[src/ex_pkg.sv]
/*
 * shared types and constants for the integer execute stage.
 * modules refer to these by scoped name; nothing here holds state.
 */

package ex_pkg;

	localparam int XLEN = 32; // RV32 immediate formats fix this

	typedef logic [XLEN-1:0] word_t;
	typedef logic [31:0] inst_t;

	// fill words seen only on an undefined select or opcode
	localparam word_t FILL_A = 32'hdeadfbac;
	localparam word_t FILL_B = 32'hfacefeed;

	////////////////////
	// unit and function codes

	typedef enum logic [1:0] {
		UNIT_ALU = 2'd0,
		UNIT_MULT = 2'd1,
		UNIT_BRANCH = 2'd2
	} unit_t;

	typedef enum logic [3:0] {
		ALU_ADD = 4'h0,
		ALU_SUB = 4'h1,
		ALU_AND = 4'h2,
		ALU_OR = 4'h3,
		ALU_XOR = 4'h4,
		ALU_SLT = 4'h5,
		ALU_SLTU = 4'h6,
		ALU_SLL = 4'h7,
		ALU_SRL = 4'h8,
		ALU_SRA = 4'h9,
		ALU_MUL = 4'ha // low half of product
	} alu_func_t;

	typedef enum logic [1:0] {
		MUL = 2'd0,
		MULH = 2'd1,
		MULHSU = 2'd2,
		MULHU = 2'd3
	} mult_func_t;

	////////////////////
	// operand selects

	typedef enum logic [1:0] {
		OPA_IS_RS1 = 2'd0,
		OPA_IS_NPC = 2'd1,
		OPA_IS_PC = 2'd2,
		OPA_IS_ZERO = 2'd3
	} opa_sel_t;

	typedef enum logic [2:0] {
		OPB_IS_RS2 = 3'd0,
		OPB_IS_I_IMM = 3'd1,
		OPB_IS_S_IMM = 3'd2,
		OPB_IS_B_IMM = 3'd3,
		OPB_IS_U_IMM = 3'd4,
		OPB_IS_J_IMM = 3'd5
	} opb_sel_t;

	// branch compare, straight from funct3
	typedef enum logic [2:0] {
		BEQ = 3'b000,
		BNE = 3'b001,
		BLT = 3'b100,
		BGE = 3'b101,
		BLTU = 3'b110,
		BGEU = 3'b111
	} br_funct_t;

endpackage

[src/int_alu.sv]
/*
 * integer ALU, purely combinational on the registered operands.
 * the result is written to the completion queue in the same cycle.
 */

`timescale 1ns/1ps

module int_alu (
	input ex_pkg::word_t opa,
	input ex_pkg::word_t opb,
	input ex_pkg::alu_func_t alu_op,
	output ex_pkg::word_t result
);

	logic signed [ex_pkg::XLEN-1:0] signed_opa, signed_opb;
	logic [4:0] shamt;
	ex_pkg::word_t product_lo;

	assign signed_opa = opa;
	assign signed_opb = opb;
	assign shamt = opb[4:0];
	assign product_lo = opa * opb; // low half is sign agnostic

	always_comb begin
		case (alu_op)
			ex_pkg::ALU_ADD: result = opa + opb;
			ex_pkg::ALU_SUB: result = opa - opb;
			ex_pkg::ALU_AND: result = opa & opb;
			ex_pkg::ALU_OR: result = opa | opb;
			ex_pkg::ALU_XOR: result = opa ^ opb;
			ex_pkg::ALU_SLT: result = {31'b0, signed_opa < signed_opb};
			ex_pkg::ALU_SLTU: result = {31'b0, opa < opb};
			ex_pkg::ALU_SLL: result = opa << shamt;
			ex_pkg::ALU_SRL: result = opa >> shamt;
			ex_pkg::ALU_SRA: result = signed_opa >>> shamt;
			ex_pkg::ALU_MUL: result = product_lo;
			default: result = ex_pkg::FILL_A;
		endcase
	end

endmodule

[config.mk]
export PLATFORM = sky130hd
export DESIGN_NAME = int_alu
export DESIGN_NICKNAME = d
export VERILOG_FILES = /design/src/ex_pkg.sv /design/src/int_alu.sv
export SDC_FILE = /design/constraint.sdc
export NUM_CORES = 2
export LEC_CHECK = 0
export ABC_AREA = 1
export BUFFER_PORTS_ARGS = -buffer_cell sky130_fd_sc_hd__buf_2
export CAP_MARGIN = 0
export CORE_MARGIN = 5
export CORE_UTILIZATION = 55
export DETAILED_ROUTE_END_ITERATION = 8
export PLACE_DENSITY_LB_ADDON = 0.3
export SLEW_MARGIN = 0
export SYNTH_ARGS = -nofsm -noshare
export SYNTH_HDL_FRONTEND = slang
export SYNTH_SLANG_ARGS = --single-unit
[constraint.sdc]
create_clock -name vclk -period 26.3
set_clock_uncertainty 0.1 [all_clocks]
set_input_delay 2.63 -clock vclk [all_inputs]
set_output_delay 2.63 -clock vclk [all_outputs]
set_load 0.02 [all_outputs]
Word level (Yosys, flattened, before mapping):

Index checks and enable logic that the tools add are counted.

* bits in registers: 0
* input bits: 68
* output and inout port bits: 32

* $add $sub $neg: 2
* $mul: 1
* magnitude comparators: 2
* eq/ne operators: 10
* shifts and indexed selects: 3
* muxes and demuxes: 1
* bitwise logic cells: 3
* reduce and logical (&&, ||, !) cells: 1

Operators with widths (number)
* $pmux 32 s11: 1
* $lt 32x32->1: 2
* $add 32x32->32: 1
* $and 32x32->32: 1
* $mul 32x32->32: 1
* $or 32x32->32: 1
* $shl 32x5->32: 1
* $shr 32x5->32: 1
* $sshr 32x5->32: 1
* $sub 32x32->32: 1
* $xor 32x32->32: 1
* $eq 4x3->1 const B: 4
* $eq 4x4->1 const B: 3
* $eq 4x2->1 const B: 2
* $eq 4x1->1 const B: 1
* $logic_not 4->1: 1

Depth between registers and ports, before layout:

* depth after elaboration: 2
* depth in mapped cells: 37

Worst setup path after synthesis:

Ideal clock, no wire load.

* path kind: input -> output
* start: input port opb[2]
* end: output port result[24]
* data arrival time: 9.369 ns
* required time: 23.570 ns
* setup slack: 14.201 ns
* cell stages on the path: 28
* buffers on the path: 5
* cells stage by stage: buf_2 -> buf_2 -> buf_2 -> buf_2 -> buf_1 -> nand2_1 -> inv_1 -> fa_1 -> inv_1 -> fa_1 -> fa_1 -> fa_1 -> inv_1 -> fa_1 -> inv_1 -> fa_1 -> inv_1 -> fa_1 -> fa_1 -> ha_1 -> nand2_1 -> nor2_1 -> nor3b_1 -> nand4_1 -> nand3_1 -> a21o_1 -> nor2_1 -> o2111ai_1

* cells in the longest elaborated chain, start to end: 2

RTL lines
* start, declared: line int_alu.sv:10 `input ex_pkg::word_t opb,`
* $mul 32x32->32, or another cell as far along: line int_alu.sv:22 `assign product_lo = opa * opb;`
* $pmux 32 s11 *: line int_alu.sv:25 `case (alu_op)`
* end, declared: line int_alu.sv:12 `output ex_pkg::word_t result`

Every way passes the cells marked *; elsewhere a longest branch is shown, timed or not.

Worst setup path in the final report:

* start: input port opb[3]
* end: output port result[30]

Same word-level chain as after synthesis.

==> impl_metrics.toml <==
[timing]
period_share = 0.4987
worst_pin_slew_ns = 1.104
relSlewSlack = 0.2562
hold_violations = 0
setup_tns_ns = 0
finalSetupViolations = 0
post-route-min-period_ns = 13.12
max_freq_ghz = 0.07624
final_max_slew_viol_count = 0
postLayoutSetupSlackWorst_ns = 13.18
rsz0062_at_grt = "false"

[clock_tree]
cts_resized = 0
cts_hold_buf = 0
cts_setup_buffers = 0

[setup_path]
crit_path_end_kind = "output port"
crit_arrival_ns = 10.39
crit_required_ns = 23.57
crit_path_start_kind = "input port"
critPathKind = "in -> out"
path_max_fanout = 51

[floorplanning]
placementRows = 79
initial_utilization = 0.5529
die_h_um = 225.7
design.core.area_mm2 = 0.04626
num_io_pins = 100
die_w_um = 225.7
dieArea_mm2 = 0.05092

[finish]
diodes = 0
final-seq-area_um2 = 0
seq_cell_count = 0
synthToLayoutAreaGrowth_pct = 2.397
drive_above_1_share = 0.04556
finalNonFillerCells = 4514
num-clock-buffers = 0
fin_util = 0.5662
nNetsFinal = 4607
fillers = 4726

[min_path]
hold_path_class = "in -> out"
holdPathStages = 7

[route]
drc = 0
drt-total-wl_mm = 107.7
drt_iter0_markers = 3073
wl_per_cell_um = 23.87
postRouteAntennaNets = 0
via_per_inst = 5.865
drtPass1Iterations = 6
vias = 26480

[global_routing]
grt_max_degree = 66
antenna_found_initial = 6
grt_overflow = 0
grt_usage = 0.4178
grt_pass1_vias = 25720
grt_pass1_wl_mm = 160.7

[job]
maxCapViolCount = 0

[synthesis]
synth.net_count = 4668
synth_area_leaders = "fa_1 32%, nand2_1 15%, inv_1 14%"
syn_area_mm2 = 0.02558
ys_top_cells_by_count = "1026 x nand2_1, 965 x inv_1, 410 x fa_1, 259 x o21ai_0, 220 x ha_1"
yosys_warnings = 0
synth.distinct_cells = 56
synth.most_common_cell = "nand2_1"
avgSynthCellArea_um2 = 6.443
synth_top_cell_area_share = 0.3209
yosysTopAreaCell = "fa_1"
netlist_instances = 3970
ys_seq_area_frac = 0

[place]
io_buffers = 100
dpl_worst_slack_ns = 13.30
dpl.hpwl_mm = 88.32
routabilityCongestion = 1.145
dp_cells = 4514

[outcome]
outcome = "complete, no violations"
[path summary, 6_finish.rpt]
kind / startpoint / end / slack [ns]
setup / recovery: opb[3] / result[30] / 13.18
hold / removal: alu_op[3] / result[0] / 5.82
[layer usage]
metal	global-route usage	wire [µm]
met5	0	75
met2	0.6436	46660
met3	0.08891	11980
met4	0.1781	5957
met1	0.5731	43060
[cells by family (layout without fill, tap and decap cells)]
logic type / after synthesis / in the layout / synth area share
compound gates: 645 / 645 / 0.1440
xor+xnor: 24 / 24 / 0.008218
fa+ha+maj: 630 / 630 / 0.4285
buf+inv: 1172 / 1109 / 0.1781
mux: 16 / 16 / 0.006261
simple gates: 1483 / 1483 / 0.2349
[stage by stage]
step           hold WS [ns]  area (µm²)
3_5_place_dp          5.815       26190
3_3_place_gp          5.834       26190
4_1_cts               5.818       26190
6_report              5.820       26190
2_1_floorplan         5.468       25580
5_1_grt               5.878       26190
[placed cells by master (no fill, tap or decap), types with 23 or more instances in the layout]
cell      synthesis  routed
o21ai_0         259     259
ha_1            220     220
fa_1            410     410
nor2_1          205     204
nand4_1          39      39
inv_1           965     965
a211oi_1         23      23
buf_2            67     100
buf_4             4      30
nand3_1         145     144
o21ai_1          31      31
a21oi_1         180     180
nand2_1        1026    1026
nor3_1           23      23
o22ai_1          28      28
[worst max-delay path: stages]
cell and delay (ns):
buf_2 0.07, buf_4 0.39, buf_4 0.59, nand2_1 0.17, fa_1 0.53, inv_1 0.05, fa_1 0.49, inv_1 0.05
fa_1 0.48, inv_1 0.06, fa_1 0.49, fa_1 0.52, inv_1 0.05, fa_1 0.54, inv_1 0.05, fa_1 0.51
fa_1 0.47, ha_1 0.35, inv_1 0.13, o21bai_1 0.09, a31oi_1 0.17, o211a_1 0.20, o21ai_0 0.17, o21ai_0 0.76
nand4_1 0.14, buf_2 0.20
[layout make-up]
class                      instances  area, µm²  area share
inverter                         979       3675      0.1403
multi-input combinational       2798      21030      0.8030
tap                              607      759.5     0.02900
timing repair buffer             130      725.7     0.02771
Power is left out: the tool's default activity adds up to more than one toggle a clock period on the data nets, which glitch-free logic cannot reach.
