$ cat config.mk
export PLATFORM = sky130hd
export DESIGN_NAME = branch_unit
export DESIGN_NICKNAME = d
export VERILOG_FILES = /design/src/ex_pkg.sv /design/src/branch_unit.sv
export SDC_FILE = /design/constraint.sdc
export NUM_CORES = 1
export LEC_CHECK = 0
export ABC_AREA = 1
export BUFFER_PORTS_ARGS = -buffer_cell sky130_fd_sc_hd__buf_2
export CORE_MARGIN = 4
export CORE_UTILIZATION = 38
export DETAILED_ROUTE_END_ITERATION = 8
export GPL_TIMING_DRIVEN = 0
export PLACE_DENSITY = 0.84
export SETUP_SLACK_MARGIN = 0.1
export SYNTH_ARGS = -nofsm -noshare
export SYNTH_HDL_FRONTEND = slang
export SYNTH_SLANG_ARGS = --single-unit
$ cat constraint.sdc
create_clock -name vclk -period 2.2
set_clock_uncertainty 0.05 [all_clocks]
set_input_delay 0.44 -clock vclk [all_inputs]
set_output_delay 0.44 -clock vclk [all_outputs]
set_load 0.005 [all_outputs]
$ cat src/ex_pkg.sv
/*
 * shared types and constants for the integer execute stage.
 * modules refer to these by scoped name; nothing here holds state.
 */

package ex_pkg;

	localparam int XLEN = 32; // RV32 immediate formats fix this

	typedef logic [XLEN-1:0] word_t;
	typedef logic [31:0] inst_t;

	// fill words seen only on an undefined select or opcode
	localparam word_t FILL_A = 32'hdeadfbac;
	localparam word_t FILL_B = 32'hfacefeed;

	////////////////////
	// unit and function codes

	typedef enum logic [1:0] {
		UNIT_ALU = 2'd0,
		UNIT_MULT = 2'd1,
		UNIT_BRANCH = 2'd2
	} unit_t;

	typedef enum logic [3:0] {
		ALU_ADD = 4'h0,
		ALU_SUB = 4'h1,
		ALU_AND = 4'h2,
		ALU_OR = 4'h3,
		ALU_XOR = 4'h4,
		ALU_SLT = 4'h5,
		ALU_SLTU = 4'h6,
		ALU_SLL = 4'h7,
		ALU_SRL = 4'h8,
		ALU_SRA = 4'h9,
		ALU_MUL = 4'ha // low half of product
	} alu_func_t;

	typedef enum logic [1:0] {
		MUL = 2'd0,
		MULH = 2'd1,
		MULHSU = 2'd2,
		MULHU = 2'd3
	} mult_func_t;

	////////////////////
	// operand selects

	typedef enum logic [1:0] {
		OPA_IS_RS1 = 2'd0,
		OPA_IS_NPC = 2'd1,
		OPA_IS_PC = 2'd2,
		OPA_IS_ZERO = 2'd3
	} opa_sel_t;

	typedef enum logic [2:0] {
		OPB_IS_RS2 = 3'd0,
		OPB_IS_I_IMM = 3'd1,
		OPB_IS_S_IMM = 3'd2,
		OPB_IS_B_IMM = 3'd3,
		OPB_IS_U_IMM = 3'd4,
		OPB_IS_J_IMM = 3'd5
	} opb_sel_t;

	// branch compare, straight from funct3
	typedef enum logic [2:0] {
		BEQ = 3'b000,
		BNE = 3'b001,
		BLT = 3'b100,
		BGE = 3'b101,
		BLTU = 3'b110,
		BGEU = 3'b111
	} br_funct_t;

endpackage

$ cat src/branch_unit.sv
/*
 * branch resolution. compares rs1 against rs2 by funct3, decides taken,
 * and forms the target opa + opb and the link value for jumps.
 */

`timescale 1ns/1ps

module branch_unit (
	input ex_pkg::word_t rs1,
	input ex_pkg::word_t rs2,
	input ex_pkg::word_t opa,
	input ex_pkg::word_t opb,
	input ex_pkg::word_t link,
	input ex_pkg::br_funct_t br_funct,
	input logic cond,
	input logic uncond,
	output logic take,
	output ex_pkg::word_t target,
	output ex_pkg::word_t result
);

	logic signed [ex_pkg::XLEN-1:0] signed_rs1, signed_rs2;
	logic cmp;

	assign signed_rs1 = rs1;
	assign signed_rs2 = rs2;

	always_comb begin
		case (br_funct)
			ex_pkg::BEQ: cmp = rs1 == rs2;
			ex_pkg::BNE: cmp = rs1 != rs2;
			ex_pkg::BLT: cmp = signed_rs1 < signed_rs2;
			ex_pkg::BGE: cmp = signed_rs1 >= signed_rs2;
			ex_pkg::BLTU: cmp = rs1 < rs2;
			ex_pkg::BGEU: cmp = rs1 >= rs2;
			default: cmp = 1'b0; // funct3 010/011 never branch
		endcase
	end

	assign take = uncond | (cond & cmp);
	assign target = opa + opb;
	assign result = uncond ? link : '0; // jumps write the return address

endmodule

# [Word level (Yosys, flattened, before mapping)]
# Cells that the tools add are included.
[totals] word_cells=17 mem_bits_ro=0 regBits=0 memories=0 inputBits=165 latchBits=0 out_inout_bits=65 ram_bits=0
[classes] reduce_logical=1 bitwise=2 addsub=1 mux=2 n_eq_ne=7 magnitude_cmp=4 div_mod_pow=0 mul=0 shifts=0
[op_table] operator="$ge 32x32->1" n=2
[op_table] operator="$lt 32x32->1" n=2
[op_table] operator="$add 32x32->32" n=1
[op_table] operator="$eq 32x32->1" n=1
[op_table] operator="$mux 32" n=1
[op_table] operator="$ne 32x32->1" n=1
[op_table] operator="$eq 3x3->1 const B" n=4
[op_table] operator="$pmux 1 s6" n=1
[op_table] operator="$eq 3x1->1 const B" n=1
[op_table] operator="$logic_not 3->1" n=1
[op_table] operator="$and 1x1->1" n=1
[op_table] operator="$or 1x1->1" n=1

# [Depth between registers and ports, before layout]
# Gate-level depths: netlist of run 1.
[logic_depth] ltp_word=4 mapped_depth=19

# [Worst setup path before layout of run 1]
# No wires, ideal clock.
[synth_timing] path_type="input to output" startpoint="in opa[0]" endpoint="out target[26]" n_path_buf=0 path_stages=12 required_time_ps=1710 path_slack_ps=-231 arrival_time_ps=1941 cell_sequence="ha_1 > inv_1 > fa_1 > o21ai_2 > nand2_1 > nand2_2 > a21o_2 > nand3_1 > nand3_2 > nand2_1 > nand2_1 > xor2_1"
[synth_between] elab_chain_cells=1
[synth_rtl] element="from (decl)" line="branch_unit.sv:11" rtl="input ex_pkg::word_t opa,"
[synth_rtl] element="$add 32x32->32" line="branch_unit.sv:41" rtl="assign target = opa + opb;"
[synth_rtl] element="to (decl)" line="branch_unit.sv:18" rtl="output ex_pkg::word_t target,"
# Every way passes these cells.

# [Worst setup path after layout of run 1]
[layout_timing] startpoint="in opb[0]" endpoint="out target[22]"
[layout_between] elab_chain_cells=1
[layout_rtl] element="from (decl)" line="branch_unit.sv:12" rtl="input ex_pkg::word_t opb,"
[layout_rtl] element="$add 32x32->32" line="branch_unit.sv:41"
# Every way passes these cells.

==> results.ini, run 1 <==
[floorplan]
io_pins = 230
die-area_mm2 = 0.00934
die_h_um = 96.7
core_mm2 = 0.00769
start_util = 0.389
fp.dieW_um = 96.7
num_rows = 32

[synthesis]
synth_fp_nets = 756
yosys_warnings = 0
avgSynthCellArea_um2 = 5.67
synth_area_leaders = ha_1 26%, nand2_1 18%, inv_1 15%
synth-seq-area-share = 0
yosys.area.top_type = ha_1
yosys.cell_count.top_type = nand2_1
netlist_instances = 527
synth_top_area_share = 0.264
ys_types = 36
synth_top_cells_by_count = 142 x nand2_1, 117 x inv_1, 63 x ha_1
syn-cell-area_mm2 = 0.00299

[worst_setup_path]
worstSetupPathType = in2out
critPathMaxFanout = 3
endpoint = target[22]
worst_ep_required_time_ps = 1710
cp-end-kind = output port
worst_ep_arrival_time_ps = 2210
start_kind = primary input
startpoint = opb[0]

[power]
leakagePower_nw = 3.40
ir_drop_v = 0.000208
power_per_cell_area_mw_per_mm2 = 276

[layout]
fin_util = 0.794
final_nets = 1038
seq_cells = 0
drive_above_1_share = 0.570
n_clock_buffer = 0
syn_to_final_growth_pct = 104
seq_area_um2 = 0
stdcell_count = 913

[global_routing]
grt_pass1_vias = 4758
gr-usage-all-layers = 0.275
gr-total-overflow = 0
grt_max_degree = 11
grt_pass1_wl_um = 22000
antenna_found_initial = 4

[timing]
max_freq_mhz = 370
period_minus_slack_ps = 2700
tightest_slew_ps = 469
finalWorstSetupSlack_ps = -500
hold_violations = 0
finalMaxSlewViolations = 0
rsz0062_at_grt = true
setup_viol = 27
slew_headroom = 0.684
period_share = 1.23

[outcome]
failed_checks = negative setup slack
status = finished, violations left

[placement]
port_buffers = 229
pre_cts_ws_ps = -488
placed_cells = 858
gp_congestion = 0.935
hpwlAfterDp_um = 10300

[detailed_routing]
drtIter0Drc = 274
wire_per_inst_um = 16.4
wl_met3_um = 1200
wl_um = 15000
postRouteAntennaNets = 0
routed.top_layer = met5
vias_per_cell = 5.24
wl_met2_um = 7920
wl_met1_um = 5030
via_count = 4786
route.detailed.drc = 0
first_pass_iters = 5

[clock_tree]
cts_hold_buf = 0

[worst_hold_path]
hold_path.class = in2out

[run]
drv_cap = 0

[critical path, stage by stage]
cell     delay (ps)
buf_6            70
ha_4            120
inv_2            30
fa_2            340
o21ai_2         160
nand2_2         100
nand2_4          90
a21oi_2          80
inv_1           110
nand2_1          80
nand2_2          90
nand2_1          80
nand2_1         100
xor2_1          170
buf_2           140
[final cells by class]
cell class	instances	area [µm²]
timing repair buffer	280	1790
antenna	4	10.0
fill	489	1580
multi-input combinational	406	3690
inverter	117	472
tap	102	128
buffer	4	15.0
[kinds of logic after synthesis]
family	share of synthesized area
xor+xnor	0.0821
simple gates	0.314
fa+ha+maj	0.271
compound gates	0.181
buf+inv	0.152
[placed cells by master, fill, tap and decap left out, drive strengths merged, types with 7 or more instances in the layout]
master / n
xor2: 20
buf: 280
xnor2: 8
o21ai: 17
nand4: 7
nand3: 20
nand2: 145
a21o: 8
a21oi: 47
inv: 117
ha: 63
nor3: 11
nor2: 39
[report_power, final]
part | switching (mW) | leakage, nW | total [mW] | internal [mW]
Sequential | 0 | 0 | 0 | 0
Combinational | 0.851 | 3.40 | 1.69 | 0.837
Clock | 0 | 0.0000254 | 0.000000244 | 0.000000244
[timing repair]
action	in CTS	in global routing
endpoints found under the setup margin	26	29
setup buffers	31	23
pin swaps	83	46
resized for setup	126	87
[per-layer routing]
metal | global-route usage | vias to the layer above
met3 | 0.0591 | 72
met5 | 0 | -
met2 | 0.536 | 285
met1 | 0.271 | 2177
met4 | 0.135 | 2
li1 | - | 2250
[worst min path at each step]
stage | start | end | cells after the start
6_report | link[1] | result[1] | 4
3_5_place_dp | link[1] | result[1] | 4
5_1_grt | link[26] | result[26] | 4
3_3_place_gp | link[3] | result[3] | 4
2_1_floorplan | link[0] | result[0] | 2
4_1_cts | link[1] | result[1] | 4
[per-stage QoR]
| step | power [mW] | cell area, µm² | TNS [ps] | hold slack, ps |
|---|---|---|---|---|
| after detailed placement | 1.15 | 4670 | -7650 | 1080 |
| after global routing | 1.82 | 6100 | -9940 | 1100 |
| after global placement | 1.13 | 4670 | -7190 | 1070 |
| after CTS | 1.42 | 5590 | -5950 | 1080 |
| final | 1.69 | 6100 | -7930 | 1080 |
| after floorplan | 0.686 | 3400 | -384 | 911 |
Power figures use the tool's default switching activity.
==> run 2: changes to the inputs <==
--- a/config.mk
+++ b/config.mk
@@ -11,7 +11,7 @@
 export CORE_UTILIZATION = 38
 export DETAILED_ROUTE_END_ITERATION = 8
 export GPL_TIMING_DRIVEN = 0
-export PLACE_DENSITY = 0.84
+export PLACE_DENSITY = 0.81
 export SETUP_SLACK_MARGIN = 0.1
 export SYNTH_ARGS = -nofsm -noshare
 export SYNTH_HDL_FRONTEND = slang
==> run 2 against run 1 <==
Net effect:
- the run still ends with negative setup slack left
- non-clock buffer count fell by 7
- first-iteration DRC count decreased by 30%
- combinational power down 4%
- sequential share of layout area unchanged
- power shrank 3.4%
==> results.ini, run 2 (synthesis gave the netlist of run 1 again) <==
[detailed_routing]
route.detailed.drc = 0
via_count = 4707
postRouteAntennaNets = 0
vias_per_cell = 5.21
first_pass_iters = 5
wire_per_inst_um = 16.1
drtIter0Drc = 191
wl_um = 14600

[worst_setup_path]
path_buf_inv = 3
crit_path_cell_trace = buf_8, ha_4, inv_2, fa_2, o21ai_2, nand2_2, nand2_4, a21o_4, nand3_2, nand2_2, nand4_1, nand2_1, nand2_1, nand2_1, buf_2
cp_common_cell = nand2_1
startpoint = opb[0]
worstSetupPathType = in2out
cp-end-kind = output port
cp_slowest_cell = fa_2
cpLargestDelayFamily = simple AND/OR/NAND/NOR gates
critPathMaxFanout = 4
worst_ep_required_time_ps = 1710
worst_ep_arrival_time_ps = 2300
cpPeakStageDelay_ps = 350
start_kind = primary input

[power]
ir_drop_v = 0.000191
leakagePower_nw = 3.37
power_per_cell_area_mw_per_mm2 = 278

[timing]
finalMaxSlewViolations = 0
slew_headroom = 0.661
setup_viol = 27
hold_violations = 0
hold_ws_ps = 1080
period_minus_slack_ps = 2790
period_share = 1.27
finalWorstSetupSlack_ps = -593
rsz0062_at_grt = true
tightest_slew_ps = 509
max_freq_mhz = 358

[floorplan]
num_rows = 32
core_mm2 = 0.00769
die-area_mm2 = 0.00934
io_pins = 230
fp.dieW_um = 96.7
die_h_um = 96.7
start_util = 0.389

[placement]
dpl-instance-area_mm2 = 0.00467
port_buffers = 229
hpwlAfterDp_um = 10500
placed_cells = 858
gp_congestion = 0.923

[layout]
seq_area_um2 = 0
drive_above_1_share = 0.531
layout_commonest_cell = buf_2
syn_to_final_growth_pct = 96.4
final_nets = 1031
stdcell_count = 903
n_clock_buffer = 0
final_area_mm2 = 0.00587
seq_cells = 0
final_cell_mix = 198 x buf_2, 112 x nand2_1, 102 x inv_1, 40 x buf_6

[worst_hold_path]
hold_path.class = in2out
holdPathEnd = result[19]
hp-start = link[19]
hold_depth = 4

[global_routing]
gr-usage-all-layers = 0.259
grt_max_degree = 11
grt_pass1_wl_um = 20800
grt_pass1_vias = 4651
antenna_found_initial = 0
gr-total-overflow = 0

[outcome]
failed_checks = negative setup slack
status = finished, violations left

[run]
drv_cap = 0

-- run 2: power breakdown --
part           internal [mW]  switching, mW  leakage, nW
sequential                 0              0            0
clock           0.0000000609              0   0.00000634
combinational          0.802          0.829         3.37
-- run 2: through the flow --
step                      worst slack [ps]  power (mW)  utilization  setup TNS (ps)
after global placement                -489        1.13        0.607           -7190
after detailed placement              -486        1.16        0.607           -7610
after CTS                             -380        1.38        0.694           -5860
final                                 -593        1.63        0.763           -8400
after floorplan                       -107       0.686            -            -384
after global routing                  -660        1.76        0.763          -10200
-- run 2: timing repair --
| action | 4_1_cts | 5_1_grt |
|---|---|---|
| setup endpoints to repair | 26 | 29 |
| hold buffers | 0 | 0 |
| pin swaps | 52 | 83 |
| buffers inserted | 25 | 22 |
| resized for setup | 89 | 93 |
-- run 2: cell type report --
| type | instances | area, µm² |
|---|---|---|
| multi-input cells | 406 | 3530 |
| fillers | 504 | 1820 |
| repair buffers | 273 | 1720 |
| inverters | 117 | 469 |
| well taps | 102 | 128 |
| plain buffers | 4 | 15.0 |
| diodes | 1 | 2.50 |
-- run 2: layer usage --
layer	up-vias	share of wire	global-route usage
met3	65	0.081	0.0526
li1	2230	-	-
met1	2145	0.34	0.256
met2	267	0.54	0.537
met4	0	0.040	0.0605
met5	-	0	0
-- run 2: worst max path at each step --
stage            endpoint  slack, ps  depth (start not counted)
6_report       target[28]       -590                         15
5_1_grt        target[28]       -660                         15
4_1_cts        target[20]       -380                         12
3_5_place_dp   target[22]       -490                         15
3_3_place_gp   target[22]       -490                         15
2_1_floorplan  target[26]       -110                         12
