File: config.mk
export PLATFORM = sky130hd
export DESIGN_NAME = mult_pipe
export DESIGN_NICKNAME = d
export VERILOG_FILES = /design/src/ex_pkg.sv /design/src/mult_pipe.sv
export SDC_FILE = /design/constraint.sdc
export NUM_CORES = 2
export LEC_CHECK = 0
export ABC_AREA = 1
export BUFFER_PORTS_ARGS = -buffer_cell sky130_fd_sc_hd__buf_2
export CAP_MARGIN = 10
export CORE_UTILIZATION = 66
export DETAILED_ROUTE_END_ITERATION = 7
export PLACE_DENSITY = 0.83
export SLEW_MARGIN = 20
export SYNTH_ARGS = -nofsm -noshare
export SYNTH_HDL_FRONTEND = slang
export SYNTH_SLANG_ARGS = --single-unit
File: constraint.sdc
create_clock -name clock -period 8.9 [get_ports clock]
set_input_delay 0.89 -clock clock [delete_from_list [all_inputs] [get_ports clock]]
set_output_delay 0.89 -clock clock [all_outputs]
set_load 0.01 [all_outputs]
File: src/ex_pkg.sv
/*
 * shared types and constants for the integer execute stage.
 * modules refer to these by scoped name; nothing here holds state.
 */

package ex_pkg;

	localparam int XLEN = 32; // RV32 immediate formats fix this

	typedef logic [XLEN-1:0] word_t;
	typedef logic [31:0] inst_t;

	// fill words seen only on an undefined select or opcode
	localparam word_t FILL_A = 32'hdeadfbac;
	localparam word_t FILL_B = 32'hfacefeed;

	////////////////////
	// unit and function codes

	typedef enum logic [1:0] {
		UNIT_ALU = 2'd0,
		UNIT_MULT = 2'd1,
		UNIT_BRANCH = 2'd2
	} unit_t;

	typedef enum logic [3:0] {
		ALU_ADD = 4'h0,
		ALU_SUB = 4'h1,
		ALU_AND = 4'h2,
		ALU_OR = 4'h3,
		ALU_XOR = 4'h4,
		ALU_SLT = 4'h5,
		ALU_SLTU = 4'h6,
		ALU_SLL = 4'h7,
		ALU_SRL = 4'h8,
		ALU_SRA = 4'h9,
		ALU_MUL = 4'ha // low half of product
	} alu_func_t;

	typedef enum logic [1:0] {
		MUL = 2'd0,
		MULH = 2'd1,
		MULHSU = 2'd2,
		MULHU = 2'd3
	} mult_func_t;

	////////////////////
	// operand selects

	typedef enum logic [1:0] {
		OPA_IS_RS1 = 2'd0,
		OPA_IS_NPC = 2'd1,
		OPA_IS_PC = 2'd2,
		OPA_IS_ZERO = 2'd3
	} opa_sel_t;

	typedef enum logic [2:0] {
		OPB_IS_RS2 = 3'd0,
		OPB_IS_I_IMM = 3'd1,
		OPB_IS_S_IMM = 3'd2,
		OPB_IS_B_IMM = 3'd3,
		OPB_IS_U_IMM = 3'd4,
		OPB_IS_J_IMM = 3'd5
	} opb_sel_t;

	// branch compare, straight from funct3
	typedef enum logic [2:0] {
		BEQ = 3'b000,
		BNE = 3'b001,
		BLT = 3'b100,
		BGE = 3'b101,
		BLTU = 3'b110,
		BGEU = 3'b111
	} br_funct_t;

endpackage

File: src/mult_pipe.sv
/*
 * pipelined 32x32 multiplier. each stage adds one 64/MULT_STAGES-bit
 * partial product; tag and function ride along so items overlap.
 */

`timescale 1ns/1ps

module mult_pipe #(
	parameter int MULT_STAGES = 4,
	parameter int TAG_BITS = 6
) (
	input logic clock,
	input logic reset,
	input logic start,
	input ex_pkg::word_t mcand,
	input ex_pkg::word_t mplier,
	input ex_pkg::mult_func_t func,
	input logic [TAG_BITS-1:0] tag_in,
	output logic done,
	output logic [TAG_BITS-1:0] tag_out,
	output ex_pkg::word_t product
);

	localparam int SLICE = 64 / MULT_STAGES; // multiplier bits per stage

	if (64 % MULT_STAGES != 0) begin : g_stage_check
		$error("MULT_STAGES must divide 64");
	end

	logic [1:0] sign; // {mplier, mcand} signed

	// index i is the input side of stage i
	logic [63:0] mcand_s [MULT_STAGES];
	logic [63:0] mplier_s [MULT_STAGES];
	logic [63:0] prod_s [MULT_STAGES+1];
	logic valid_s [MULT_STAGES+1];
	logic [TAG_BITS-1:0] tag_s [MULT_STAGES+1];
	ex_pkg::mult_func_t func_s [MULT_STAGES+1];

	always_comb begin
		case (func)
			ex_pkg::MULHSU: sign = 2'b01;
			ex_pkg::MULHU: sign = 2'b00;
			default: sign = 2'b11; // MUL, MULH
		endcase
	end

	assign mcand_s[0] = sign[0] ? {{32{mcand[31]}}, mcand} : {32'b0, mcand};
	assign mplier_s[0] = sign[1] ? {{32{mplier[31]}}, mplier} : {32'b0, mplier};
	assign prod_s[0] = '0;
	assign valid_s[0] = start;
	assign tag_s[0] = tag_in;
	assign func_s[0] = func;

	////////////////////
	// partial-product stages
	for (genvar i = 0; i < MULT_STAGES; i++) begin : g_stage
		always_ff @(posedge clock) begin
			if (reset)
				valid_s[i+1] <= 1'b0;
			else
				valid_s[i+1] <= valid_s[i];
		end

		always_ff @(posedge clock) begin
			prod_s[i+1] <= prod_s[i] + mplier_s[i][SLICE-1:0] * mcand_s[i];
			tag_s[i+1] <= tag_s[i];
			func_s[i+1] <= func_s[i];
		end

		// last stage has no one to hand operands to
		if (i < MULT_STAGES - 1) begin : g_shift
			always_ff @(posedge clock) begin
				mplier_s[i+1] <= mplier_s[i] >> SLICE;
				mcand_s[i+1] <= mcand_s[i] << SLICE;
			end
		end
	end

	assign done = valid_s[MULT_STAGES];
	assign tag_out = tag_s[MULT_STAGES];

	always_comb begin
		case (func_s[MULT_STAGES])
			ex_pkg::MUL: product = prod_s[MULT_STAGES][31:0];
			default: product = prod_s[MULT_STAGES][63:32]; // high half
		endcase
	end

endmodule

# Word level (Yosys, flattened, before mapping)
# Cells that the tools add are included.
[op_classes]
addsub = 3
n_mul = 4
n_eq_ne = 2
mux = 3
n_reduce_logical = 1
[ops]
columns = ["op", "n"]
rows = [
  ["$add A64 B64 Y64", 3],
  ["$mul A16 B64 Y64", 1],
  ["$mux W64", 1],
  ["$mul A16 B48 Y48", 1],
  ["$mul A16 B32 Y32", 1],
  ["$mux W32", 1],
  ["$mul A1 B16 Y16", 1],
  ["$eq A2 B2 Y1 const B", 2],
  ["$pmux W2 S2", 1],
  ["$logic_not A2 Y1", 1],
]
[totals]
reg_bits = 407
in_bits = 75
output_inout_bits = 39
elab_cells = 36

# Depth between registers and ports, before layout
[logic_depth]
word_depth = 4
ltp_mapped = 43
ltp_nobuf = 41

# Worst setup path before layout
# No wires, ideal clock.
[synth_path]
kind = "reg2reg"
from = "reg mplier_s[64] (netlist name)"
to = "reg prod_s[127] (netlist bit)"
setup_ns = 0.109
arrival_time_ns = 6.750
required_time_ns = 8.791
path_slack_ns = 2.041
stages_incl_launch_ff = 39
n_path_buf = 3
period_less_slack_ns = 6.859
path_cell_list = "dfxtp_1 -> buf_2 -> clkbuf_1 -> clkbuf_1 -> nand2_1 -> inv_1 -> fa_1 -> fa_1 -> inv_1 -> fa_1 -> inv_1 -> fa_1 -> inv_1 -> fa_1 -> fa_1 -> inv_1 -> ha_1 -> nand2_1 -> [... 3 more ...] -> nand4_1 -> nand3_1 -> nand2_1 -> nand2_1 -> nand2_1 -> a21o_1 -> nand2_1 -> ha_1 -> a21oi_1 -> o21ai_0 -> a21oi_1 -> nand2_1 -> a21oi_1 -> nand3_1 -> nand2_1 -> nand2_1 -> nand2_1 -> inv_1"
[synth_via]
elab_chain_cells = 2
[synth_lines]
columns = ["item", "line_no", "rtl"]
rows = [
  ["$mul A16 B32 Y32", "mult_pipe.sv:66", "prod_s[i+1] <= prod_s[i] + mplier_s[i][SLICE-1:0] * mcand_s[i];"],
  ["$add A64 B64 Y64", "mult_pipe.sv:66", ""],
  ["end signal, assigned by index", "mult_pipe.sv:66", ""],
  ["end, declared", "mult_pipe.sv:35", "logic [63:0] prod_s [MULT_STAGES+1];"],
]
# No other way between the ends.
# A chain may end at the register's enable or synchronous reset.

# Worst setup path in the final report
[layout_path]
from = "reg mcand_s[190] (netlist bit)"
to = "reg prod_s[191] (netlist bit)"
[layout_via]
elab_chain_cells = 2
[layout_lines]
columns = ["item", "line_no", "rtl"]
rows = [
  ["start, declared", "mult_pipe.sv:33", "logic [63:0] mcand_s [MULT_STAGES];"],
  ["start signal, assigned by index", "mult_pipe.sv:75", "mcand_s[i+1] <= mcand_s[i] << SLICE;"],
  ["$mul A16 B48 Y48", "mult_pipe.sv:66", ""],
  ["$add A64 B64 Y64", "mult_pipe.sv:66", ""],
]
# No other way between the ends.

==> results.md <==
- Cell Count, Final, Fillers Out: approximately 8500
- Async SR Flop Fraction: 0%
- Number of vias after detailed routing: ~48000
- Register-to-register setup slack: 320 ps
- Part of the Yosys area used for sequential elements: 13.19%
- Slowest cell on crit path: sky130_fd_sc_hd__fa_1
- Number of distinct library cells after synthesis: 52
- Worst-Margin Slew: 958.9 ps
- Routed Wire Length: 177.6 mm
- Worst R2R End: prod_s[191]
- Source of the critical timing path: mcand_s[190]
- First drt pass iteration count: 8
- Most common library cell in the layout ignoring fill and taps: sky130_fd_sc_hd__inv_1
- Final routed DRC violation total: 0
- Average wire per cell in the routed design: ~21 µm
- GRT met3 Usage: under 10%
- Cell type with the largest total area after synthesis: sky130_fd_sc_hd__fa_1
- Share of Yosys cell area claimed by the top area cell type: between 40% and 50%
- Met1 Track Usage GR: between 50% and 60%
- Vias in the first global route: 51490
- Number of port buffers: approximately 110
- Period minus WS final: ~8600 ps
- Max Transition Viols Final: 0
- Core footprint: 88780 µm²
- Commonest cells after routing, fill and taps aside: sky130_fd_sc_hd__inv_1 (1881), sky130_fd_sc_hd__nand2_1 (1785), sky130_fd_sc_hd__fa_1 (1219)
- Endpoint class of the critical path: register
- Gates resized, CTS repair: 0
- Prevailing post-synth register cell: sky130_fd_sc_hd__dfxtp_1
- Maximum clock frequency: 116.5 MHz
- M2 GR Usage: between 60% and 70%
- Reg-to-reg critical path startpoint: mcand_s[190]
- Critical path data arrival time: 9120 ps
- Clock slew at the register clock pins of the worst setup and hold paths: 60 ps
- CTS Buf Count: 46
- Startpoint Class: register
- Starting density of the core: between 60% and 70%
- Most used routing layer: met2
- Final setup violating endpoints: 0
- Number of antenna violations at the first check in global routing: 8
- Average vias per placed instance: roughly 5.6
- Flip-flop and latch count after synthesis: 392
- Row Count: between 100 and 150
- Number of placed instances, taps included: approximately 8500
- Final period utilization: between 90% and 100%
- Final Hold Violating Endpoints: 0
- Total setup buffers inserted after CTS: 0
- Die boundary height: between 300 and 400 µm
- Instance area after placement: 61170 µm²
- Horizontal extent of the die: just over 300 µm
- CTS tree: yes
- First-pass GRT wire length: roughly 280 mm
- Count of warnings emitted by yosys: 0
- Growth of design area from synthesis to finish: 5.650%
- Relative slew slack: 35.98%
- Clock root buffer master: sky130_fd_sc_hd__clkbuf_16
- Peak fanout along the critical path: 10
- Path category of the worst min-delay check: reg2reg
- Data required time at the worst endpoint: 9430 ps
- Number of hold buffers added after cts: 0
- Worst Hold End: prod_s[4]
- Outcome: finished clean
- Leftover overflow at the end of global routing: 0
- Post-Syn Instances: around 7400
- RSZ-0062 raised after global routing: no
- Depth of the worst register-to-register path: 33
- Hold-critical path depth: 0
- Detailed placement HPWL: between 100 and 150 mm
- Most area-consuming cells after synthesis: sky130_fd_sc_hd__fa_1 (41%), sky130_fd_sc_hd__dfxtp_1 (13%), sky130_fd_sc_hd__inv_1 (12%)
- Type of the setup path with the least slack: reg2reg
- Hold_sp: prod_s[68]
- Nets in the synthesized netlist: approximately 9000
- Slowest stage delay, CP: roughly 730 ps
- Net total in the final layout: roughly 9000
- Maximum capacitance violations: 0
- Avg Cell Area, Syn: between 8 and 9 µm²
- Iter 0 DRT Violations: roughly 4000
- Largest net degree at the start of global routing: 35
- RD Place Congestion: between 1 and 1.5
- Count of boundary I/O pins: ~110
- Worst clock skew on the final layout: about 48 ps
- Clock H-tree levels: 2
- Cell area after layout: approximately 63000 µm²
- Gr usage total: 40.32%
- ANT nets after route: 0
- Cell area after technology mapping: between 50000 and 60000 µm²
- Max Buffers Root-to-Sink: 3
- Number of enable-type register cells in the synthesized netlist: 0
- Fraction of final layout cells with drive strength greater than 1: 4.869%
- Clock latency of the later-clocked register in the worst-skew pair: 640 ps
- Setup TNS after final layout: 0 ps
- Die area: 91320 µm²
- Number of clock sinks: 392
-- sequential cells by signal, summed over array words and instances (netlist names) --
register,cells
mplier_s,19
func_s,8
tag_out,6
valid_s,3
tag_s,18
done,1
mcand_s,81
prod_s,256
-- logic make-up (layout without fill, tap and decap cells) --
group                      Yosys count  in the layout  synth area share (%)
other                                0              2                     0
xor gates and xnor gates           210            210                 3.092
and+or+nand+nor                   2466           2466                 16.43
AOI/OAI and AO/OA                  551            551                 5.181
buffers and inverters             2159           2180                 13.67
muxes                               32             32                0.6059
DFF                                392            392                 13.19
adders and majority gates         1542           1542                 47.82
-- layer usage --
layer	part of all wire, %	vias up
met3	9.1	682
met4	6.8	8
li1	-	21320
met5	0.020	-
met2	47	2540
met1	37	23390
-- area by class of cell --
class                   count  area, µm²
clock inverters            27      409.1
fillers                  6921      25940
flip-flops and latches    392       7856
clock buffers              55       1225
well taps                1165       1458
inverters                1895       7113
multi-input cells        4801      43510
repair buffers            203       1266
diodes                      2      5.005
-- cells in the mapped netlist, types with 2 or more instances --
| library cell | number |
|---|---|
| sky130_fd_sc_hd__inv_1 | 1881 |
| sky130_fd_sc_hd__nand2_1 | 1785 |
| sky130_fd_sc_hd__fa_1 | 1219 |
| sky130_fd_sc_hd__nor2_1 | 395 |
| sky130_fd_sc_hd__dfxtp_1 | 392 |
| sky130_fd_sc_hd__ha_1 | 323 |
| sky130_fd_sc_hd__a21oi_1 | 264 |
| sky130_fd_sc_hd__clkbuf_1 | 250 |
| sky130_fd_sc_hd__nand3_1 | 168 |
| sky130_fd_sc_hd__xor2_1 | 152 |
| sky130_fd_sc_hd__o21ai_0 | 129 |
| sky130_fd_sc_hd__xnor2_1 | 58 |
| sky130_fd_sc_hd__nor3_1 | 36 |
| sky130_fd_sc_hd__o21bai_1 | 35 |
| sky130_fd_sc_hd__mux2_2 | 32 |
| sky130_fd_sc_hd__nand4_1 | 31 |
| sky130_fd_sc_hd__a21o_1 | 29 |
| sky130_fd_sc_hd__a31oi_1 | 28 |
| sky130_fd_sc_hd__o21ai_1 | 26 |
| sky130_fd_sc_hd__inv_2 | 14 |
| sky130_fd_sc_hd__nor4_1 | 12 |
| sky130_fd_sc_hd__and3_1 | 8 |
| sky130_fd_sc_hd__nand3b_1 | 8 |
| sky130_fd_sc_hd__o21a_1 | 7 |
| sky130_fd_sc_hd__buf_4 | 6 |
| sky130_fd_sc_hd__a21boi_0 | 5 |
| sky130_fd_sc_hd__nand3_2 | 5 |
| sky130_fd_sc_hd__o211ai_1 | 5 |
| sky130_fd_sc_hd__buf_1 | 4 |
| sky130_fd_sc_hd__buf_2 | 4 |
| sky130_fd_sc_hd__nand2_2 | 4 |
| sky130_fd_sc_hd__a211oi_1 | 3 |
| sky130_fd_sc_hd__a21boi_1 | 3 |
| sky130_fd_sc_hd__nor2_2 | 3 |
| sky130_fd_sc_hd__nor3_2 | 3 |
| sky130_fd_sc_hd__o2111ai_1 | 3 |
| sky130_fd_sc_hd__o221ai_1 | 3 |
| sky130_fd_sc_hd__a21boi_2 | 2 |
| sky130_fd_sc_hd__a21oi_2 | 2 |
| sky130_fd_sc_hd__and2_1 | 2 |
| sky130_fd_sc_hd__o21ai_2 | 2 |
-- metrics by stage --
step	util, %	hold WS (ps)	setup slack [ps]
2_1_floorplan	-	309.6	2041
3_3_place_gp	68.90	309.6	365.2
3_5_place_dp	68.90	312.1	299.3
4_1_cts	70.74	290.0	297.9
5_1_grt	70.77	303.1	49.49
6_report	70.78	296.0	315.3
-- how the worst max path moves through the flow --
stage	end	slack, ps	cells after the start
6_report	prod_s[191]	320	33
3_5_place_dp	prod_s[191]	300	33
3_3_place_gp	prod_s[191]	370	33
5_1_grt	prod_s[191]	50	33
4_1_cts	prod_s[191]	300	33
2_1_floorplan	prod_s[127]	2040	38
-- worst max-delay path: cells and delay by family, from the launching register on --
kind / cells / cell delay (ps)
fa+ha+maj: 8 / 3990
simple gates: 13 / 1780
compound gates: 4 / 1090
buf+inv: 7 / 820
flops: 1 / 670
xor+xnor: 1 / 170
Power is left out: the tool's default activity adds up to more than one toggle a clock period on the data nets, which glitch-free logic cannot reach.
