File: config.mk
export PLATFORM = sky130hd
export DESIGN_NAME = operand_select
export DESIGN_NICKNAME = d
export VERILOG_FILES = /design/src/ex_pkg.sv /design/src/operand_select.sv
export SDC_FILE = /design/constraint.sdc
export NUM_CORES = 1
export LEC_CHECK = 0
export ABC_CLOCK_PERIOD_IN_PS = 900
export BUFFER_PORTS_ARGS = -buffer_cell sky130_fd_sc_hd__buf_2
export CAP_MARGIN = 20
export CORE_AREA = 2 2 140 142
export CTS_CLUSTER_SIZE = 12
export DETAILED_ROUTE_END_ITERATION = 12
export DIE_AREA = 0 0 142 144
export GPL_TIMING_DRIVEN = 0
export PLACE_DENSITY = 0.69
export SYNTH_ARGS = -nofsm -noshare
export SYNTH_HDL_FRONTEND = slang
export SYNTH_SLANG_ARGS = --single-unit
File: constraint.sdc
create_clock -name clock -period 0.9 [get_ports clock]
set_clock_uncertainty 0.1 [all_clocks]
set_input_delay 0.045 -clock clock [delete_from_list [all_inputs] [get_ports clock]]
set_output_delay 0.045 -clock clock [all_outputs]
set_load 0.03 [all_outputs]
File: src/ex_pkg.sv
/*
 * shared types and constants for the integer execute stage.
 * modules refer to these by scoped name; nothing here holds state.
 */

package ex_pkg;

	localparam int XLEN = 32; // RV32 immediate formats fix this

	typedef logic [XLEN-1:0] word_t;
	typedef logic [31:0] inst_t;

	// fill words seen only on an undefined select or opcode
	localparam word_t FILL_A = 32'hdeadfbac;
	localparam word_t FILL_B = 32'hfacefeed;

	////////////////////
	// unit and function codes

	typedef enum logic [1:0] {
		UNIT_ALU = 2'd0,
		UNIT_MULT = 2'd1,
		UNIT_BRANCH = 2'd2
	} unit_t;

	typedef enum logic [3:0] {
		ALU_ADD = 4'h0,
		ALU_SUB = 4'h1,
		ALU_AND = 4'h2,
		ALU_OR = 4'h3,
		ALU_XOR = 4'h4,
		ALU_SLT = 4'h5,
		ALU_SLTU = 4'h6,
		ALU_SLL = 4'h7,
		ALU_SRL = 4'h8,
		ALU_SRA = 4'h9,
		ALU_MUL = 4'ha // low half of product
	} alu_func_t;

	typedef enum logic [1:0] {
		MUL = 2'd0,
		MULH = 2'd1,
		MULHSU = 2'd2,
		MULHU = 2'd3
	} mult_func_t;

	////////////////////
	// operand selects

	typedef enum logic [1:0] {
		OPA_IS_RS1 = 2'd0,
		OPA_IS_NPC = 2'd1,
		OPA_IS_PC = 2'd2,
		OPA_IS_ZERO = 2'd3
	} opa_sel_t;

	typedef enum logic [2:0] {
		OPB_IS_RS2 = 3'd0,
		OPB_IS_I_IMM = 3'd1,
		OPB_IS_S_IMM = 3'd2,
		OPB_IS_B_IMM = 3'd3,
		OPB_IS_U_IMM = 3'd4,
		OPB_IS_J_IMM = 3'd5
	} opb_sel_t;

	// branch compare, straight from funct3
	typedef enum logic [2:0] {
		BEQ = 3'b000,
		BNE = 3'b001,
		BLT = 3'b100,
		BGE = 3'b101,
		BLTU = 3'b110,
		BGEU = 3'b111
	} br_funct_t;

endpackage

File: src/operand_select.sv
/*
 * issue register of the execute stage. decodes the target unit into one
 * start strobe and builds operands A and B for the cycle after issue.
 */

`timescale 1ns/1ps

module operand_select #(
	parameter int TAG_BITS = 6
) (
	input logic clock,
	input logic reset,
	input logic issue_valid,
	input ex_pkg::unit_t unit,
	input ex_pkg::alu_func_t alu_func,
	input ex_pkg::mult_func_t mult_func,
	input ex_pkg::opa_sel_t opa_select,
	input ex_pkg::opb_sel_t opb_select,
	input ex_pkg::word_t rs1_value,
	input ex_pkg::word_t rs2_value,
	input ex_pkg::word_t pc,
	input ex_pkg::word_t npc,
	input ex_pkg::inst_t inst,
	input logic [TAG_BITS-1:0] dest_tag,
	input logic cond_branch,
	input logic uncond_branch,
	output logic alu_start,
	output logic branch_start,
	output logic mult_start,
	output ex_pkg::word_t opa,
	output ex_pkg::word_t opb,
	output ex_pkg::word_t rs1,
	output ex_pkg::word_t rs2,
	output ex_pkg::word_t link,
	output logic [TAG_BITS-1:0] tag,
	output ex_pkg::alu_func_t alu_op,
	output ex_pkg::mult_func_t mult_op,
	output ex_pkg::br_funct_t br_funct,
	output logic cond,
	output logic uncond
);

	ex_pkg::word_t opa_next, opb_next;

	always_comb begin
		case (opa_select)
			ex_pkg::OPA_IS_RS1: opa_next = rs1_value;
			ex_pkg::OPA_IS_NPC: opa_next = npc;
			ex_pkg::OPA_IS_PC: opa_next = pc;
			default: opa_next = '0; // zero select
		endcase
	end

	// sign-extended immediates, RV32 bit layout
	always_comb begin
		case (opb_select)
			ex_pkg::OPB_IS_RS2: opb_next = rs2_value;
			ex_pkg::OPB_IS_I_IMM: opb_next = {{21{inst[31]}}, inst[30:20]};
			ex_pkg::OPB_IS_S_IMM: opb_next = {{21{inst[31]}}, inst[30:25], inst[11:7]};
			ex_pkg::OPB_IS_B_IMM: opb_next = {{20{inst[31]}}, inst[7], inst[30:25],
				inst[11:8], 1'b0};
			ex_pkg::OPB_IS_U_IMM: opb_next = {inst[31:12], 12'b0};
			ex_pkg::OPB_IS_J_IMM: opb_next = {{12{inst[31]}}, inst[19:12], inst[20],
				inst[30:21], 1'b0};
			default: opb_next = ex_pkg::FILL_B;
		endcase
	end

	////////////////////
	// one strobe per issued instruction
	always_ff @(posedge clock) begin
		if (reset) begin
			alu_start <= 1'b0;
			branch_start <= 1'b0;
			mult_start <= 1'b0;
		end else begin
			alu_start <= issue_valid && (unit == ex_pkg::UNIT_ALU);
			branch_start <= issue_valid && (unit == ex_pkg::UNIT_BRANCH);
			mult_start <= issue_valid && (unit == ex_pkg::UNIT_MULT);
		end
	end

	always_ff @(posedge clock) begin
		opa <= opa_next;
		opb <= opb_next;
		rs1 <= rs1_value; // raw values for compare and multiply
		rs2 <= rs2_value;
		link <= npc;
		tag <= dest_tag;
		alu_op <= alu_func;
		mult_op <= mult_func;
		br_funct <= ex_pkg::br_funct_t'(inst[14:12]);
		cond <= cond_branch;
		uncond <= uncond_branch;
	end

endmodule

-- Word-level counts from Yosys, hierarchy flattened
Cells that the tools add are included.
- bits in registers: 180
- word-level logic and storage cells: 31
- output and inout bits: 180
- bits of input ports: 184
- muxes and demuxes: 2
- equality and inequality tests: 9
- reductions and logical operators: 6
- operator list (operator ; number):
    one-hot mux 32 bit (6 select lines) ; 1
    one-hot mux 32 bit (3 select lines) ; 1
    equality test 3 x 2 -> 1 bit (second input constant) ; 2
    equality test 3 bit (second input constant) ; 2
    equality test 2 x 1 -> 1 bit (second input constant) ; 2
    equality test 2 bit (second input constant) ; 2
    zero test 2 bit ; 2
    equality test 3 x 1 -> 1 bit (second input constant) ; 1
    logical AND 1 bit ; 3
    zero test 3 bit ; 1

-- Depth between registers and ports, before layout
Gate-level depths: netlist of the first run.
- depth after elaboration: 2
- gate-level depth with buffers: 6
- mapped depth without buffers: 3

-- Worst setup path before layout of the first run
Ideal clock, no wire load.
- path type: input to register
- from: input opb_select[2]
- to: register opb[11]
- library setup time: 127 ps
- setup slack: -62 ps
- required time: 673 ps
- path buffers: 1
- arrival: 735 ps
- cell stages on the path: 4
- cell sequence: buf_6 -> mux2_2 -> a221oi_2 -> a21oi_1
- cells in the longest elaborated chain, start to end: 2
- elaborated cells between the ends (all ways): 7
- those cells by class: 5 x eq/ne; 1 x mux; 1 x reduce/logical
- RTL lines (item ; RTL line ; text):
    start: declaration ; operand_select.sv:18 ; input ex_pkg::opb_sel_t opb_select,
    equality test 3 bit (tied with other cells) ; operand_select.sv:56 ; case (opb_select)
    one-hot mux 32 bit (6 select lines) (*) ; operand_select.sv:56 ;
    net opb_next[11] ; operand_select.sv:43 ; ex_pkg::word_t opa_next, opb_next;
    end signal: assignment ; operand_select.sv:85 ; opb <= opb_next;
    end: declaration ; operand_select.sv:31 ; output ex_pkg::word_t opb,
Mark *: on every way through the listed nets, which the timed path passes. The rest lies on a longest branch.
A chain may end at the register's enable or synchronous reset.

-- Final worst setup path of the first run
- from: register opb[23]
- to: output opb[23]
No word-level cell between the ends.

==> metrics.md, run 1 <==
| Metric | Value |
|---|---|
| Routability Congestion | `0.781` |
| Setup_tns | `-20190 ps` |
| Drt wl/cell | `17.6 um` |
| Delay-heaviest family, CP | `flip-flops` |
| Mapped Area | `about 5000 um^2` |
| Slew headroom | `68.1%` |
| Yosys top cell by area | `dfxtp_1` |
| CP Launch Type | `flop` |
| Status | `finished, violations left` |
| Htree depth | `4` |
| CP endpoint kind | `output port` |
| Worst-path clk slew | `70 ps` |
| Ys Warns | `0` |
| CP Max Fanout | `1` |
| CTS tree | `done` |
| Distinct cells, synth | `33` |
| IO buf count | `353` |
| Largest net degree at the start of global routing | `17` |
| Synth top area cells | `dfxtp_1, mux2i_1, o21ai_0` |
| Data required, critical path | `750 ps` |
| Cts bufs inserted | `17` |
| Failing checks | `hold timing, setup timing` |
| Final critical-path share of the clock period | `116%` |
| Hpwl dp | `~12000 um` |
| GRT Util Overall | `19.3%` |
| Post-synth net total | `574` |
| Die H | `roughly 140 um` |
| Final min period | `1050 ps` |
| Slowest cell on the critical path | `dfxtp_2` |
| Final nets | `1115` |
| Initial DRC Count | `around 140` |
| Async SR Flop Fraction | `0%` |
| Count leader, synth | `dfxtp_1` |
| # clock sinks | `180` |
| First-pass iteration count of the detailed router | `4` |
| Area growth syn-to-layout | `115%` |
| Final setup vio count | `about 180` |
| CP Capture Point | `opb[23]` |
| Clock buffer depth | `2` |
| Post-Synthesis Cells | `390` |
| Most common library cells after synthesis | `dfxtp_1, mux2i_1, o21ai_0` |
| Die Span X | `142 um` |
| Seq/Total Area, Yosys | `72.4%` |
| Post-synth EDFFs | `0` |
| Syn Area/Cell | `between 10 and 15 um^2` |
| Floorplan row count | `51` |
| Seq cells post-synth | `between 150 and 200` |
| CP Buf/Inv Count | `1` |
| Post-synth top area share | `72.4%` |
| Worst-path cell chain | `buf_6` |
| Final antenna-violating net count | `0` |
| DRC | `0` |
| Initial antenna violation count | `1` |
| Root Driver | `clkbuf_16` |
| Via-to-Cell Ratio | `4.40` |
| Hold slack | `-114 ps` |
| Vias in the first global route | `between 5k and 6k` |
| Max incr delay on CP | `350 ps` |
| Core Area | `19100 um^2` |
| Critical Path Start | `opb[23]$_DFF_P_` |
| Ports | `364` |
| Setup Buffers After CTS | `0` |
| Max cap viols | `0` |
| Final slew viol count | `0` |
| Total die area | `20400 um^2` |
| Critical path class | `flop to output port` |
| Worst Path Arrival | `900 ps` |
| HP Class | `input pin to flop` |
| Main flop type after synthesis | `dfxtp_1` |
| Initial core utilization | `26.1%` |
| DR vias | `5197` |
| GRT overflow | `0` |
| Fin. Hold Viols | `21` |
| Layout cells sized above 1 | `62.2%` |
| Worst-Margin Slew | `between 400 and 500 ps` |
| Leak | `4.88 nW` |
| Pwr/cell area | `between 1500 and 2000 nW/um^2` |
| Number of cells on the critical path | `1` |
| Final setup margin | `-146 ps` |
| FMAX | `approximately 0.96 GHz` |
| Unrepaired setup endpoints after global routing | `true` |
| DRT Wirelength | `~21000 um` |
| Worst vdd ir | `1.19 mV` |
| First-pass GRT wire length | `30000 um` |
==> worst min-delay path by stage <==
stage	endpoint	depth (start not counted)	start
after floorplan	alu_op[0]$_DFF_P_	0	alu_func[0]
after global placement	uncond$_DFF_P_	1	uncond_branch
after detailed placement	tag[3]$_DFF_P_	1	dest_tag[3]
after CTS	opb[11]$_DFF_P_	3	opb_select[0]
after global routing	opb[22]$_DFF_P_	3	opb_select[0]
final	opb[22]$_DFF_P_	3	opb_select[0]
==> layout by cell type, fill, tap and decap left out, drive strengths merged <==
cell,synthesis,final
a22oi,5,5
a221o,5,5
nor4bb,2,2
diode,0,1
bufinv,0,2
o31ai,1,1
nand2b,2,2
mux2,1,1
a32o,1,1
dlygate4sd3,0,173
a21bo,1,1
nor2,13,13
a2bb2oi,2,2
dfxtp,180,180
nor2b,3,3
nor3,2,2
mux2i,45,45
nand2,35,35
a221oi,1,1
or2,2,2
o21ai,40,40
a21oi,17,17
nor4b,1,1
clkinvlp,0,4
buf,17,366
inv,1,6
a22o,1,1
clkinv,1,3
o22ai,8,8
clkbuf,3,21
==> sequential cells by signal (all words and copies together) (netlist names), 2 cells and up <==
register	flops
link	32
opa	32
opb	32
rs1	32
rs2	32
tag	6
alu_op	4
br_funct	3
mult_op	2
==> metrics by stage <==
stage | power [mW] | worst slack (ps) | instance area, um^2 | util (%) | cells
after global routing | 21.0 | -189 | 10700 | 56.2 | 1182
after CTS | 20.3 | -159 | 10700 | 56.2 | 1185
final | 20.2 | -146 | 10700 | 56.2 | 1182
after detailed placement | 11.6 | -328 | 7070 | 37.0 | 981
after global placement | 11.5 | -300 | 7070 | 37.0 | 981
after floorplan | 10.4 | -50.6 | 5000 | - | 390
==> repair_timing <==
action                                  in CTS  in global routing
resized for setup                          540                  3
endpoints found under the hold margin      180                 25
endpoints found under the setup margin     180                193
pin swaps                                    0                  2
hold buffers                               173                  5
==> area by class of cell <==
cell class | instances | area [um^2]
fill | 1455 | 8370
timing repair buffer | 522 | 4600
sequential | 180 | 3830
multi-input combinational | 188 | 1250
clock buffer | 18 | 429
tap | 238 | 298
buffer | 20 | 149
clock inverter | 13 | 146
inverter | 2 | 7.51
antenna | 1 | 2.50
==> cells by family after synthesis <==
group	share of synthesized area [%]
muxes	9.28
AOI/OAI and AO/OA	9.96
buffers and inverters	2.72
and+or+nand+nor	5.63
DFF	72.4
==> where the power goes <==
part	internal [mW]	total, mW	switching (mW)
registers	8.60	8.87	0.267
clock network	4.12	7.30	3.18
logic	2.01	4.07	2.06
==> metal layers <==
layer	part of all wire (%)	vias up	global-route usage, %
met3	7.0	67	5.30
met1	36	2418	19.5
li1	-	2425	-
met5	0	-	0
met2	53	287	36.3
met4	4.0	0	10.3
No activity file was read; power rests on OpenSTA's default activity.
==> inputs of run 2 (changes only) <==
Settings changed: ABC_CLOCK_PERIOD_IN_PS 900 to 1300, PLACE_DENSITY 0.69 to 0.67.
Clock period 0.9 ns to 1.3 ns, I/O delays scaled along.
==> metrics.md, run 2 (synthesized netlist as in run 1, its figures left out) <==
| Metric | Value |
|---|---|
| # clock sinks | `180` |
| Ports | `~360` |
| Max cap viols | `0` |
| Floorplan row count | `51` |
| HP Class | `input pin to flop` |
| Data required, critical path | `around 1500 ps` |
| Most common cell after layout, fill and taps aside | `buf_2` |
| Final Cell Area | `9600 um^2` |
| GRT Util Overall | `approximately 17%` |
| Layout cells sized above 1 | `43.0%` |
| Leak | `4.61 nW` |
| Worst-Margin Slew | `482 ps` |
| Unrepaired setup endpoints after global routing | `false` |
| Dpl cells | `approximately 980` |
| Die Span X | `142 um` |
| Vias in the first global route | `5385` |
| Final min period | `roughly 1300 ps` |
| Diodes inserted | `0` |
| Max incr delay on CP | `560 ps` |
| Routability Congestion | `about 0.8` |
| Final critical-path share of the clock period | `101%` |
| DR vias | `~5.2k` |
| First-pass GRT wire length | `27200 um` |
| Slew headroom | `roughly two thirds` |
| Final nets | `1136` |
| Total power | `13.6 mW` |
| Worst Path Arrival | `1510 ps` |
| Final core utilization | `50.3%` |
| Initial antenna violation count | `0` |
| Placed cell areas | `about 7000 um^2` |
| DRT Wirelength | `about 19000 um` |
| Worst vdd ir | `0.863 mV` |
| Pwr/cell area | `between 1000 and 1500 nW/um^2` |
| Internal power | `9.79 mW` |
| Final setup vio count | `1` |
| Final antenna-violating net count | `0` |
| Failing checks | `hold timing, setup timing` |
| Drt wl/cell | `between 15 and 20 um` |
| Hold slack | `-11.8 ps` |
| WHS Path Cells | `3` |
| Slowest cell on the critical path | `dlygate4sd3_1` |
| Initial core utilization | `26.1%` |
| Critical path class | `input pin to flop` |
| Most frequent cells in the layout | `buf_2, dlygate4sd3_1, dfxtp_1` |
| Largest net degree at the start of global routing | `18` |
| Fin. Hold Viols | `1` |
| Fillers | `1660` |
| IO buf count | `353` |
| Most frequent CP cell | `dlygate4sd3_1` |
| Seq pwr share | `approximately 44%` |
| CTS tree | `done` |
| Area growth syn-to-layout | `93.0%` |
| Combinational Power Share | `17.8%` |
| Sw Share | `27.8%` |
| Root Driver | `clkbuf_16` |
| FMAX | `0.762 GHz` |
| CP Buf/Inv Count | `3` |
| Worst-path clk slew | `around 70 ps` |
| Final setup margin | `-11.8 ps` |
| Clock buffer depth | `2` |
| Switch Pwr | `3.78 mW` |
| DRC | `0` |
| Register area | `3600 um^2` |
| CP endpoint kind | `flop` |
| Worst-path cell chain | `dlygate4sd3_1, buf_2, o22ai_2, a21oi_1, dlygate4sd3_1` |
| Core Area | `~19000 um^2` |
| Clock power frac | `38.2%` |
| Multi-input gate area | `roughly 1300 um^2` |
| GRT overflow | `0` |
| Hpwl dp | `12300 um` |
| Initial DRC Count | `181` |
| Post-Layout Cell Count | `1203` |
| CP Max Fanout | `1` |
| Via-to-Cell Ratio | `4.33` |
| First-pass iteration count of the detailed router | `4` |
| Total die area | `approximately 20000 um^2` |
| Die H | `144 um` |
| CP Launch Type | `input pin` |
| Hold Crit Start | `opb_select[1]` |
| Htree depth | `4` |
| Hold EP | `opb[8]$_DFF_P_` |
| Status | `finished, violations left` |
| Delay-heaviest family, CP | `buffers and inverters` |
| Final slew viol count | `0` |
| Cts bufs inserted | `17` |
[run 2: cell count changes in the layout (fill, tap and decap cells not counted), moves of 3 or more]
cell and change:
dfxtp_2 -180, a22oi_2 +3, a22oi_1 -3, buf_2 +181
dlygate4sd3_1 +17, inv_8 +3, buf_6 -179, dfxtp_1 +180
[run 2: per-layer routing]
layer / vias to the layer above / part of all wire [%] / track usage (%)
met2: 259 / 53 / 32.8
met5: - / 0 / 0
li1: 2462 / - / -
met4: 0 / 2.5 / 7.26
met3: 32 / 7.2 / 5.50
met1: 2452 / 38 / 17.7
[run 2: timing repair]
action                                  in CTS  in global routing
endpoints found under the setup margin       0                 26
gates resized for setup                      0                 20
hold buffers                               192                  7
endpoints found under the hold margin      180                  5
buffers inserted                             0                  0
[run 2: how the worst max path moves through the flow]
stage / endpoint / startpoint / cells past startpoint
3_3_place_gp: opb[14]$_DFF_P_ / opb_select[1] / 5
5_1_grt: opa[31]$_DFF_P_ / opa_select[1] / 5
4_1_cts: opb[8]$_DFF_P_ / inst[28] / 5
2_1_floorplan: opb[11]$_DFF_P_ / opb_select[2] / 4
6_report: opb[18]$_DFF_P_ / inst[18] / 5
3_5_place_dp: opb[14]$_DFF_P_ / opb_select[1] / 5
[run 2: metrics by stage]
| stage | TNS [ps] | hold slack [ps] | setup slack (ps) |
|---|---|---|---|
| 3_3_place_gp | 0 | 67.9 | 67.6 |
| 4_1_cts | 0 | 5.16 | 20.8 |
| 5_1_grt | 0 | 16.6 | 0.446 |
| 6_report | -11.8 | -11.8 | -11.8 |
| 3_5_place_dp | 0 | 68.6 | 58.7 |
| 2_1_floorplan | 0 | -7.28 | 318 |
[run 2: cell type report]
type	count	share of cell area (%)
Multi-Input combinational cell	188	13.2
Inverter	2	0.117
Tap cell	238	3.10
Timing Repair Buffer	543	38.3
Sequential cell	180	37.5
Buffer	20	1.51
Clock inverter	14	1.75
Clock buffer	18	4.47
[run 2: power groups by stage]
stage / clock network, mW / logic, mW / registers [mW]
global route: 5.55 / 2.55 / 6.00
detailed placement: 0 / 1.90 / 6.09
CTS: 5.35 / 2.37 / 5.97
finish: 5.18 / 2.41 / 5.98
global placement: 0 / 1.89 / 6.08
floorplan: 0 / 0.345 / 6.85
